==> src/mips_config.svh <==
`ifndef MIPS_CONFIG_SVH
`define MIPS_CONFIG_SVH

// first instruction fetch address after reset
`define MIPS_RESET_VECTOR 32'h0000_0004

// jr to this address stops the core
`define MIPS_HALT_TARGET 32'h0000_0000

// default instruction queue depth
// one entry stays spare for the read on the bus, so keep it at 2 or more
`define MIPS_QUEUE_DEPTH 4

`endif
==> src/mips_isa_pkg.sv <==
package mips_isa_pkg;

    typedef logic [31:0] word_t;
    typedef logic [4:0]  reg_idx_t;

    // major opcodes in bits 31:26
    typedef enum logic [5:0] {
        OP_SPECIAL = 6'h00,  // R-type, decoded by funct
        OP_ADDIU   = 6'h09,
        OP_ANDI    = 6'h0c,
        OP_ORI     = 6'h0d,
        OP_LUI     = 6'h0f
    } opcode_e;

    // R-type funct field in bits 5:0
    typedef enum logic [5:0] {
        F_SLL  = 6'h00,
        F_SRL  = 6'h02,
        F_SLLV = 6'h04,
        F_SRLV = 6'h06,
        F_JR   = 6'h08,
        F_ADDU = 6'h21,
        F_SUBU = 6'h23,
        F_AND  = 6'h24,
        F_OR   = 6'h25,
        F_XOR  = 6'h26
    } funct_e;

    typedef struct packed {
        opcode_e  opcode;
        reg_idx_t rs;
        reg_idx_t rt;
        reg_idx_t rd;
        logic [4:0] shamt;
        funct_e   funct;
    } r_fields_t;

    typedef struct packed {
        opcode_e  opcode;
        reg_idx_t rs;
        reg_idx_t rt;
        logic [15:0] imm;
    } i_fields_t;

    // same word, read as R or I format depending on opcode
    typedef union packed {
        r_fields_t r;
        i_fields_t i;
    } instr_u;

endpackage

==> src/mips_bus_pkg.sv <==
package mips_bus_pkg;

    import mips_isa_pkg::*;

    typedef logic [31:0] addr_t;  // byte address

    // master side of the Avalon-MM port, 70 bits
    typedef struct packed {
        addr_t      address;
        logic       read;
        logic       write;
        word_t      writedata;
        logic [3:0] byteenable;
    } avm_req_t;

    // slave side, 33 bits
    typedef struct packed {
        word_t readdata;
        logic  waitrequest;
    } avm_rsp_t;

    // one fetched instruction with the address it came from
    typedef struct packed {
        addr_t  pc;
        instr_u instr;
    } fetch_item_t;

endpackage

==> src/mips_cpu_bus.sv <==
`timescale 1ns/1ns

module mips_cpu_bus
    import mips_isa_pkg::*;
    import mips_bus_pkg::*;
(
    input  logic       clk,
    input  logic       rst_n,
    output logic       active,
    output word_t      register_v0,
    output addr_t      address,
    output logic       write,
    output logic       read,
    input  logic       waitrequest,
    output word_t      writedata,
    output logic [3:0] byteenable,
    input  word_t      readdata
);

    avm_req_t    avm_req;
    avm_rsp_t    avm_rsp;
    logic        push;
    logic        full;
    logic        pop;
    logic        valid;
    logic        redirect;
    logic        halted;
    fetch_item_t push_item;
    fetch_item_t head;
    addr_t       redirect_pc;

    // flat Avalon names at the port
    assign address    = avm_req.address;
    assign write      = avm_req.write;
    assign read       = avm_req.read;
    assign writedata  = avm_req.writedata;
    assign byteenable = avm_req.byteenable;
    assign avm_rsp    = '{readdata: readdata, waitrequest: waitrequest};

    assign active = !halted;

    mips_fetch u_fetch (
        .clk         (clk),
        .rst_n       (rst_n),
        .avm_req     (avm_req),
        .avm_rsp     (avm_rsp),
        .push        (push),
        .push_item   (push_item),
        .full        (full),
        .redirect    (redirect),
        .redirect_pc (redirect_pc),
        .halted      (halted)
    );

    mips_inst_queue u_queue (
        .clk       (clk),
        .rst_n     (rst_n),
        .push      (push),
        .push_item (push_item),
        .full      (full),
        .pop       (pop),
        .head      (head),
        .valid     (valid),
        .flush     (redirect)  // a jr empties the queue
    );

    mips_execute u_exec (
        .clk         (clk),
        .rst_n       (rst_n),
        .head        (head),
        .valid       (valid),
        .pop         (pop),
        .redirect    (redirect),
        .redirect_pc (redirect_pc),
        .halted      (halted),
        .register_v0 (register_v0)
    );

endmodule

==> src/mips_execute.sv <==
`timescale 1ns/1ns
`include "mips_config.svh"

module mips_execute
    import mips_isa_pkg::*;
    import mips_bus_pkg::*;
(
    input  logic        clk,
    input  logic        rst_n,
    input  fetch_item_t head,
    input  logic        valid,
    output logic        pop,
    output logic        redirect,
    output addr_t       redirect_pc,
    output logic        halted,
    output word_t       register_v0
);

    word_t    regs [32];
    instr_u   ir;
    word_t    rs_val;
    word_t    rt_val;
    word_t    imm_sext;
    word_t    imm_zext;
    word_t    result;
    reg_idx_t wr_idx;
    logic     wr_en;
    logic     is_jr;
    logic     fire;      // head instruction retires this cycle
    logic     halted_q;

    assign ir   = head.instr;
    assign fire = valid && !halted_q;
    assign pop  = fire;

    // $0 is hardwired to zero
    assign rs_val = (ir.r.rs == '0) ? '0 : regs[ir.r.rs];
    assign rt_val = (ir.r.rt == '0) ? '0 : regs[ir.r.rt];

    assign imm_sext = {{16{ir.i.imm[15]}}, ir.i.imm};
    assign imm_zext = {16'h0000, ir.i.imm};

    always_comb begin
        result = '0;
        wr_idx = ir.i.rt;  // I-type target by default
        wr_en  = 1'b0;
        is_jr  = 1'b0;
        case (ir.r.opcode)
            OP_SPECIAL: begin
                wr_idx = ir.r.rd;
                wr_en  = 1'b1;
                case (ir.r.funct)
                    F_SLL:  result = rt_val << ir.r.shamt;
                    F_SRL:  result = rt_val >> ir.r.shamt;
                    F_SLLV: result = rt_val << rs_val[4:0];  // low 5 bits only
                    F_SRLV: result = rt_val >> rs_val[4:0];
                    F_ADDU: result = rs_val + rt_val;
                    F_SUBU: result = rs_val - rt_val;
                    F_AND:  result = rs_val & rt_val;
                    F_OR:   result = rs_val | rt_val;
                    F_XOR:  result = rs_val ^ rt_val;
                    F_JR: begin
                        wr_en = 1'b0;
                        is_jr = 1'b1;
                    end
                    default: wr_en = 1'b0;  // unknown funct, no-op
                endcase
            end
            OP_ADDIU: begin
                result = rs_val + imm_sext;
                wr_en  = 1'b1;
            end
            OP_ANDI: begin
                result = rs_val & imm_zext;
                wr_en  = 1'b1;
            end
            OP_ORI: begin
                result = rs_val | imm_zext;
                wr_en  = 1'b1;
            end
            OP_LUI: begin
                result = {ir.i.imm, 16'h0000};
                wr_en  = 1'b1;
            end
            default: ;  // unsupported opcode, no-op
        endcase
    end

    // jr to the halt target stops the core instead of redirecting
    assign redirect    = fire && is_jr && (rs_val != `MIPS_HALT_TARGET);
    assign redirect_pc = rs_val;
    assign halted      = halted_q;

    always_ff @(posedge clk or negedge rst_n) begin
        if (!rst_n)
            halted_q <= 1'b0;
        else if (fire && is_jr && (rs_val == `MIPS_HALT_TARGET))
            halted_q <= 1'b1;  // sticky until reset
    end

    always_ff @(posedge clk) begin
        if (fire && wr_en && (wr_idx != '0))
            regs[wr_idx] <= result;
    end

    assign register_v0 = regs[2];

    // instructions come from word addresses only, a jr target included
    a_head_aligned: assert property (@(posedge clk) disable iff (!rst_n)
        valid |-> head.pc[1:0] == 2'b00)
        else $error("execute got an instruction from an unaligned address");

endmodule

==> src/mips_inst_queue.sv <==
`timescale 1ns/1ns
`include "mips_config.svh"

module mips_inst_queue
    import mips_bus_pkg::*;
#(
    parameter int DEPTH = `MIPS_QUEUE_DEPTH
) (
    input  logic        clk,
    input  logic        rst_n,
    input  logic        push,
    input  fetch_item_t push_item,
    output logic        full,
    input  logic        pop,
    output fetch_item_t head,
    output logic        valid,
    input  logic        flush
);

    localparam int PTR_W = $clog2(DEPTH);
    localparam int CNT_W = $clog2(DEPTH + 1);

    fetch_item_t      mem [DEPTH];
    logic [PTR_W-1:0] wr_ptr;
    logic [PTR_W-1:0] rd_ptr;
    logic [CNT_W-1:0] count;
    logic             wr_en;
    logic             rd_en;

    function automatic logic [PTR_W-1:0] next_ptr(input logic [PTR_W-1:0] p);
        if (p == PTR_W'(DEPTH - 1))
            return '0;
        return p + PTR_W'(1);
    endfunction

    assign wr_en = push && !flush;  // flush drops whatever arrives with it
    assign rd_en = pop && valid && !flush;

    assign valid = (count != '0);
    // last entry is kept for the read still on the bus
    assign full  = (count >= CNT_W'(DEPTH - 1));
    assign head  = mem[rd_ptr];

    always_ff @(posedge clk or negedge rst_n) begin
        if (!rst_n) begin
            wr_ptr <= '0;
            rd_ptr <= '0;
            count  <= '0;
        end else if (flush) begin
            wr_ptr <= '0;
            rd_ptr <= '0;
            count  <= '0;
        end else begin
            if (wr_en)
                wr_ptr <= next_ptr(wr_ptr);
            if (rd_en)
                rd_ptr <= next_ptr(rd_ptr);
            case ({wr_en, rd_en})
                2'b10:   count <= count + CNT_W'(1);
                2'b01:   count <= count - CNT_W'(1);
                default: ;  // both or neither
            endcase
        end
    end

    always_ff @(posedge clk) begin
        if (wr_en)
            mem[wr_ptr] <= push_item;
    end

    // fetch must respect full, spare slot included
    a_no_overflow: assert property (@(posedge clk) disable iff (!rst_n)
        push |-> count != CNT_W'(DEPTH))
        else $error("push into a queue with no free entry");

    a_no_underflow: assert property (@(posedge clk) disable iff (!rst_n)
        pop |-> valid)
        else $error("pop from an empty queue");

endmodule

==> src/mips_fetch.sv <==
`timescale 1ns/1ns
`include "mips_config.svh"

module mips_fetch
    import mips_bus_pkg::*;
(
    input  logic        clk,
    input  logic        rst_n,
    output avm_req_t    avm_req,
    input  avm_rsp_t    avm_rsp,
    output logic        push,
    output fetch_item_t push_item,
    input  logic        full,
    input  logic        redirect,
    input  addr_t       redirect_pc,
    input  logic        halted
);

    addr_t pc;       // next address to fetch
    addr_t addr_q;   // address of the read on the bus
    logic  read_q;
    logic  stale_q;  // read on the bus belongs to a flushed path
    logic  done;     // transfer completes this cycle
    logic  issue;
    logic  start;

    assign done  = read_q && !avm_rsp.waitrequest;
    assign issue = !halted && !full && !redirect;  // queue has room incl. spare slot
    assign start = (!read_q || done) && issue;

    always_ff @(posedge clk or negedge rst_n) begin
        if (!rst_n) begin
            pc      <= `MIPS_RESET_VECTOR;
            read_q  <= 1'b0;
            stale_q <= 1'b0;
        end else begin
            if (!read_q || done)
                read_q <= issue;
            if (start)
                pc <= pc + 32'd4;
            if (redirect)
                pc <= redirect_pc;  // issue is low here, no clash with start

            // Avalon has no abort, so a redirected read runs out and is dropped
            if (done)
                stale_q <= 1'b0;
            else if (redirect && read_q)
                stale_q <= 1'b1;
        end
    end

    always_ff @(posedge clk) begin
        if (start)
            addr_q <= pc;
    end

    always_comb begin
        avm_req.address    = addr_q;
        avm_req.read       = read_q;
        avm_req.write      = 1'b0;     // instruction reads only
        avm_req.writedata  = '0;
        avm_req.byteenable = 4'b1111;
    end

    // data of a completing read is dropped if stale or redirected this cycle
    assign push            = done && !stale_q && !redirect && !halted;
    assign push_item.pc    = addr_q;
    assign push_item.instr = avm_rsp.readdata;

    // slave must hand back defined data when it lets a read through
    a_rdata_known: assert property (@(posedge clk) disable iff (!rst_n)
        done |-> !$isunknown(avm_rsp.readdata))
        else $error("read completed with unknown readdata");

endmodule

==> config.mk <==
export PLATFORM = sky130hd
export DESIGN_NAME = mips_cpu_bus
export DESIGN_NICKNAME = d
export VERILOG_FILES = /design/src/mips_isa_pkg.sv /design/src/mips_bus_pkg.sv /design/src/mips_cpu_bus.sv /design/src/mips_execute.sv /design/src/mips_inst_queue.sv /design/src/mips_fetch.sv
export VERILOG_INCLUDE_DIRS = /design/src
export SDC_FILE = /design/constraint.sdc
export NUM_CORES = 2
export LEC_CHECK = 0
export BUFFER_PORTS_ARGS = -buffer_cell sky130_fd_sc_hd__buf_2
export CORE_ASPECT_RATIO = 0.75
export CORE_UTILIZATION = 64
export CTS_CLUSTER_SIZE = 12
export DETAILED_ROUTE_END_ITERATION = 12
export HOLD_SLACK_MARGIN = 0.12
export PLACE_DENSITY_LB_ADDON = 0.1
export SYNTH_ARGS = -nofsm -noshare
export SYNTH_HDL_FRONTEND = slang
export SYNTH_SLANG_ARGS = --single-unit
==> constraint.sdc <==
create_clock -name clk -period 10.5 [get_ports clk]
set_input_delay 0.525 -clock clk [delete_from_list [all_inputs] [get_ports clk]]
set_output_delay 0.525 -clock clk [all_outputs]
set_load 0.01 [all_outputs]
==> flow_summary.ini <==
[sta]
finalMaxSlewViolations = 0
period_minus_slack_ps = 9905
slew_headroom_pct = 1.111
max_freq_ghz = 0.1010
finClkSkew_ps = 77.93
tightest_slew_ps = 1442
grt_setup_unrepaired = no
final-setup-viol-count = 0
period_share_pct = 94.33
hold_violations = 0
finalSetupTns_ps = 0

[die]
die_w_um = 378.1
start_util_pct = 64.56
pin_count = 138
rows = 103
die_y_um = 284.1
coreArea_um2 = 105200
dieArea_um2 = 107400

[clock_network]
cts.repair.resized = 0
cts_tree = done
cts.clk_slew.worst_paths_ps = 60
clock-sinks = 1226
root_buffer = clkbuf_16
post_cts_buffers = 0
clk_path_buf_depth = 3
h-tree-depth = 3
cts_buffers = 118
clock_latency_ps = 790

[grt]
grt_pass1_vias = 50252
overflow = 0
grt_pass1_wl_um = 373100
antenna_found_initial = 10
track_usage_pct = 49.68
grt_max_degree = 79

[synth]
synth_area_leaders = edfxtp_1 52%, mux4_2 9.1%, mux2i_1 7.7%
yosysTopAreaCell = edfxtp_1
synth_edf_count = 1184
synth_seq_cells = 1226
ys_warn_count = 0
syn_inst = 5361
synthArstFlopShare_pct = 3.426
synth_cell_types = 111
synth_commonest_cells = 1184 x edfxtp_1, 721 x nand2_1, 525 x mux2i_1, 301 x nand3_1, 291 x nor2_1
synthesis.area_um2 = 67890
synth_ff_type = edfxtp_1
synth.most_common_cell = edfxtp_1
avgSynthCellArea_um2 = 12.66
yosysTopAreaCellShare_pct = 52.37
seq_area_frac_synth_pct = 53.92

[outcome]
failed_checks = max-capacitance violations
status = finished with violations

[routing]
ant_nets = 0
drt_iter0_drc = 10630
drt-pass1-iter-count = 8
wl_per_cell_um = 38.39
wirelength_um = 269400
num_vias = 53905
drc_errors = 0
vias_per_cell = 7.681

[place]
gp_congestion = 1.070
port-buffer-count = 100
dp_hpwl_um = 177400

[critical_path]
r2r_start = u_queue.rd_ptr[1]$_DFFE_PN0P_
end_kind = flip-flop
worst-path-max-fanout = 32
cp.required_ps = 10870
path_class = reg2reg
cp-start-kind = flip-flop
worst_r2r_path_depth = 24
arrival_ps = 10280
ff2ff_setup_slack_ps = 590
r2r_end = u_exec.regs[13][23]$_DFFE_PP_

[final_layout]
fill_cells = 7028
final_net_count = 5711
areaGrowthSynthToFinish_pct = 9.708
drive_gt1_share_pct = 16.28

[min_path]
hp-class = in2async

[flow_run]
drv_cap = 1
-- kinds of logic after synthesis --
kind of cell             share of synthesized area, %
adder cells (fa/ha/maj)                         2.779
other                                         0.01106
AO/OA/AOI/OAI                                   9.380
AND/OR/NAND/NOR                                 10.74
flip-flops                                      53.92
XOR/XNOR                                        1.507
multiplexers                                    17.88
buffers and inverters                           3.782
-- state kept, by name, indices dropped and copies added, names as in the netlist --
name,flops
u_exec.halted,1
u_exec.regs,1024
u_fetch.addr_q,32
u_fetch.pc,32
u_fetch.read_q,1
u_fetch.stale_q,1
u_queue.count,3
u_queue.mem,128
u_queue.rd_ptr,2
u_queue.wr_ptr,2
-- through the flow --
step | cell area, µm² | hold slack (ps) | std cells | utilization [%] | setup WS [ps]
floorplan | 68150 | 229.4 | 5428 | - | 3044
global placement | 70570 | 447.3 | 6789 | 67.10 | 1375
detailed placement | 70570 | 459.2 | 6789 | 67.10 | 1175
CTS | 74440 | 404.2 | 7006 | 70.78 | 1144
global route | 74460 | 463.8 | 7007 | 70.80 | 552.7
finish | 74490 | 416.9 | 7018 | 70.83 | 594.8
-- layout by cell type, fill, tap and decap left out, types with 35 or more instances in the layout --
master	synthesis	layout
a211oi_1	80	79
a21oi_1	174	171
a221oi_1	43	42
a22oi_1	80	77
a31oi_1	59	59
buf_2	126	100
buf_4	63	227
clkbuf_1	111	37
clkbuf_16	0	121
conb_1	2	69
dfrtp_1	41	39
edfxtp_1	1184	1184
ha_1	146	146
inv_1	99	99
mux2_2	39	35
mux2i_1	525	525
mux4_2	274	266
nand2_1	721	721
nand3_1	301	301
nand4_1	38	38
nor2_1	291	256
nor2b_1	49	46
nor3_1	51	49
o21ai_0	157	148
o22ai_1	38	36
xnor2_1	80	80
xor2_1	35	35
-- per-layer routing --
metal	vias up	GRT usage (%)	wire length, µm
met5	-	0.4942	202
met4	20	25.03	16490
met3	1071	23.46	50580
met2	5564	63.50	104100
met1	26222	70.21	98050
li1	21028	-	-
-- cell type report --
cell class / instances / area (µm²) / area share [%]
Antenna cell: 11 / 27.53 / 0.03696
Clock inverter: 18 / 269.0 / 0.3612
Multi-Input combinational cell: 3707 / 29430 / 39.51
Tap cell: 1417 / 1773 / 2.380
Timing Repair Buffer: 370 / 2725 / 3.659
Inverter: 104 / 390.4 / 0.5241
Clock buffer: 165 / 3263 / 4.381
Sequential cell: 1226 / 36610 / 49.15
-- critical path, stage by stage (launching register included) --
cell and delay (ps):
dfrtp_2 760, mux4_4 770, or2_2 460, nor2_1 90
buf_4 280, a22oi_1 330, nand4_1 780, nor4_2 690
nand4_2 300, nor2_1 460, and4_1 470, a21oi_1 140
xor2_1 200, ha_1 410, a21o_1 210, a21o_1 180
a21o_1 180, a21o_1 170, a21o_1 170, a21oi_1 610
o21ai_0 250, xnor2_1 170, o221ai_1 200, a211oi_1 110
o22ai_2 1040
-- worst max path at each step --
stage	start	endpoint	slack [ps]	cells after the start
floorplan	u_queue.rd_ptr[0]$_DFFE_PN0P_	u_exec.regs[0][27]$_DFFE_PP_	3040	30
finish	u_queue.rd_ptr[1]$_DFFE_PN0P_	u_exec.regs[13][23]$_DFFE_PP_	590	24
global route	u_queue.rd_ptr[1]$_DFFE_PN0P_	u_exec.regs[16][23]$_DFFE_PP_	550	24
global placement	u_queue.rd_ptr[1]$_DFFE_PN0P_	u_exec.regs[20][23]$_DFFE_PP_	1380	26
detailed placement	u_queue.rd_ptr[1]$_DFFE_PN0P_	u_exec.regs[25][23]$_DFFE_PP_	1180	24
CTS	u_queue.rd_ptr[1]$_DFFE_PN0P_	u_exec.regs[16][23]$_DFFE_PP_	1140	24
-- what timing repair did --
item / CTS / global route
hold buffers: 34 / 0
hold endpoints to repair: 171 / 0
setup endpoints to repair: 0 / 0
Power is not shown: default switching activity piles up to over one toggle a cycle in this logic, so the estimate is an artifact.
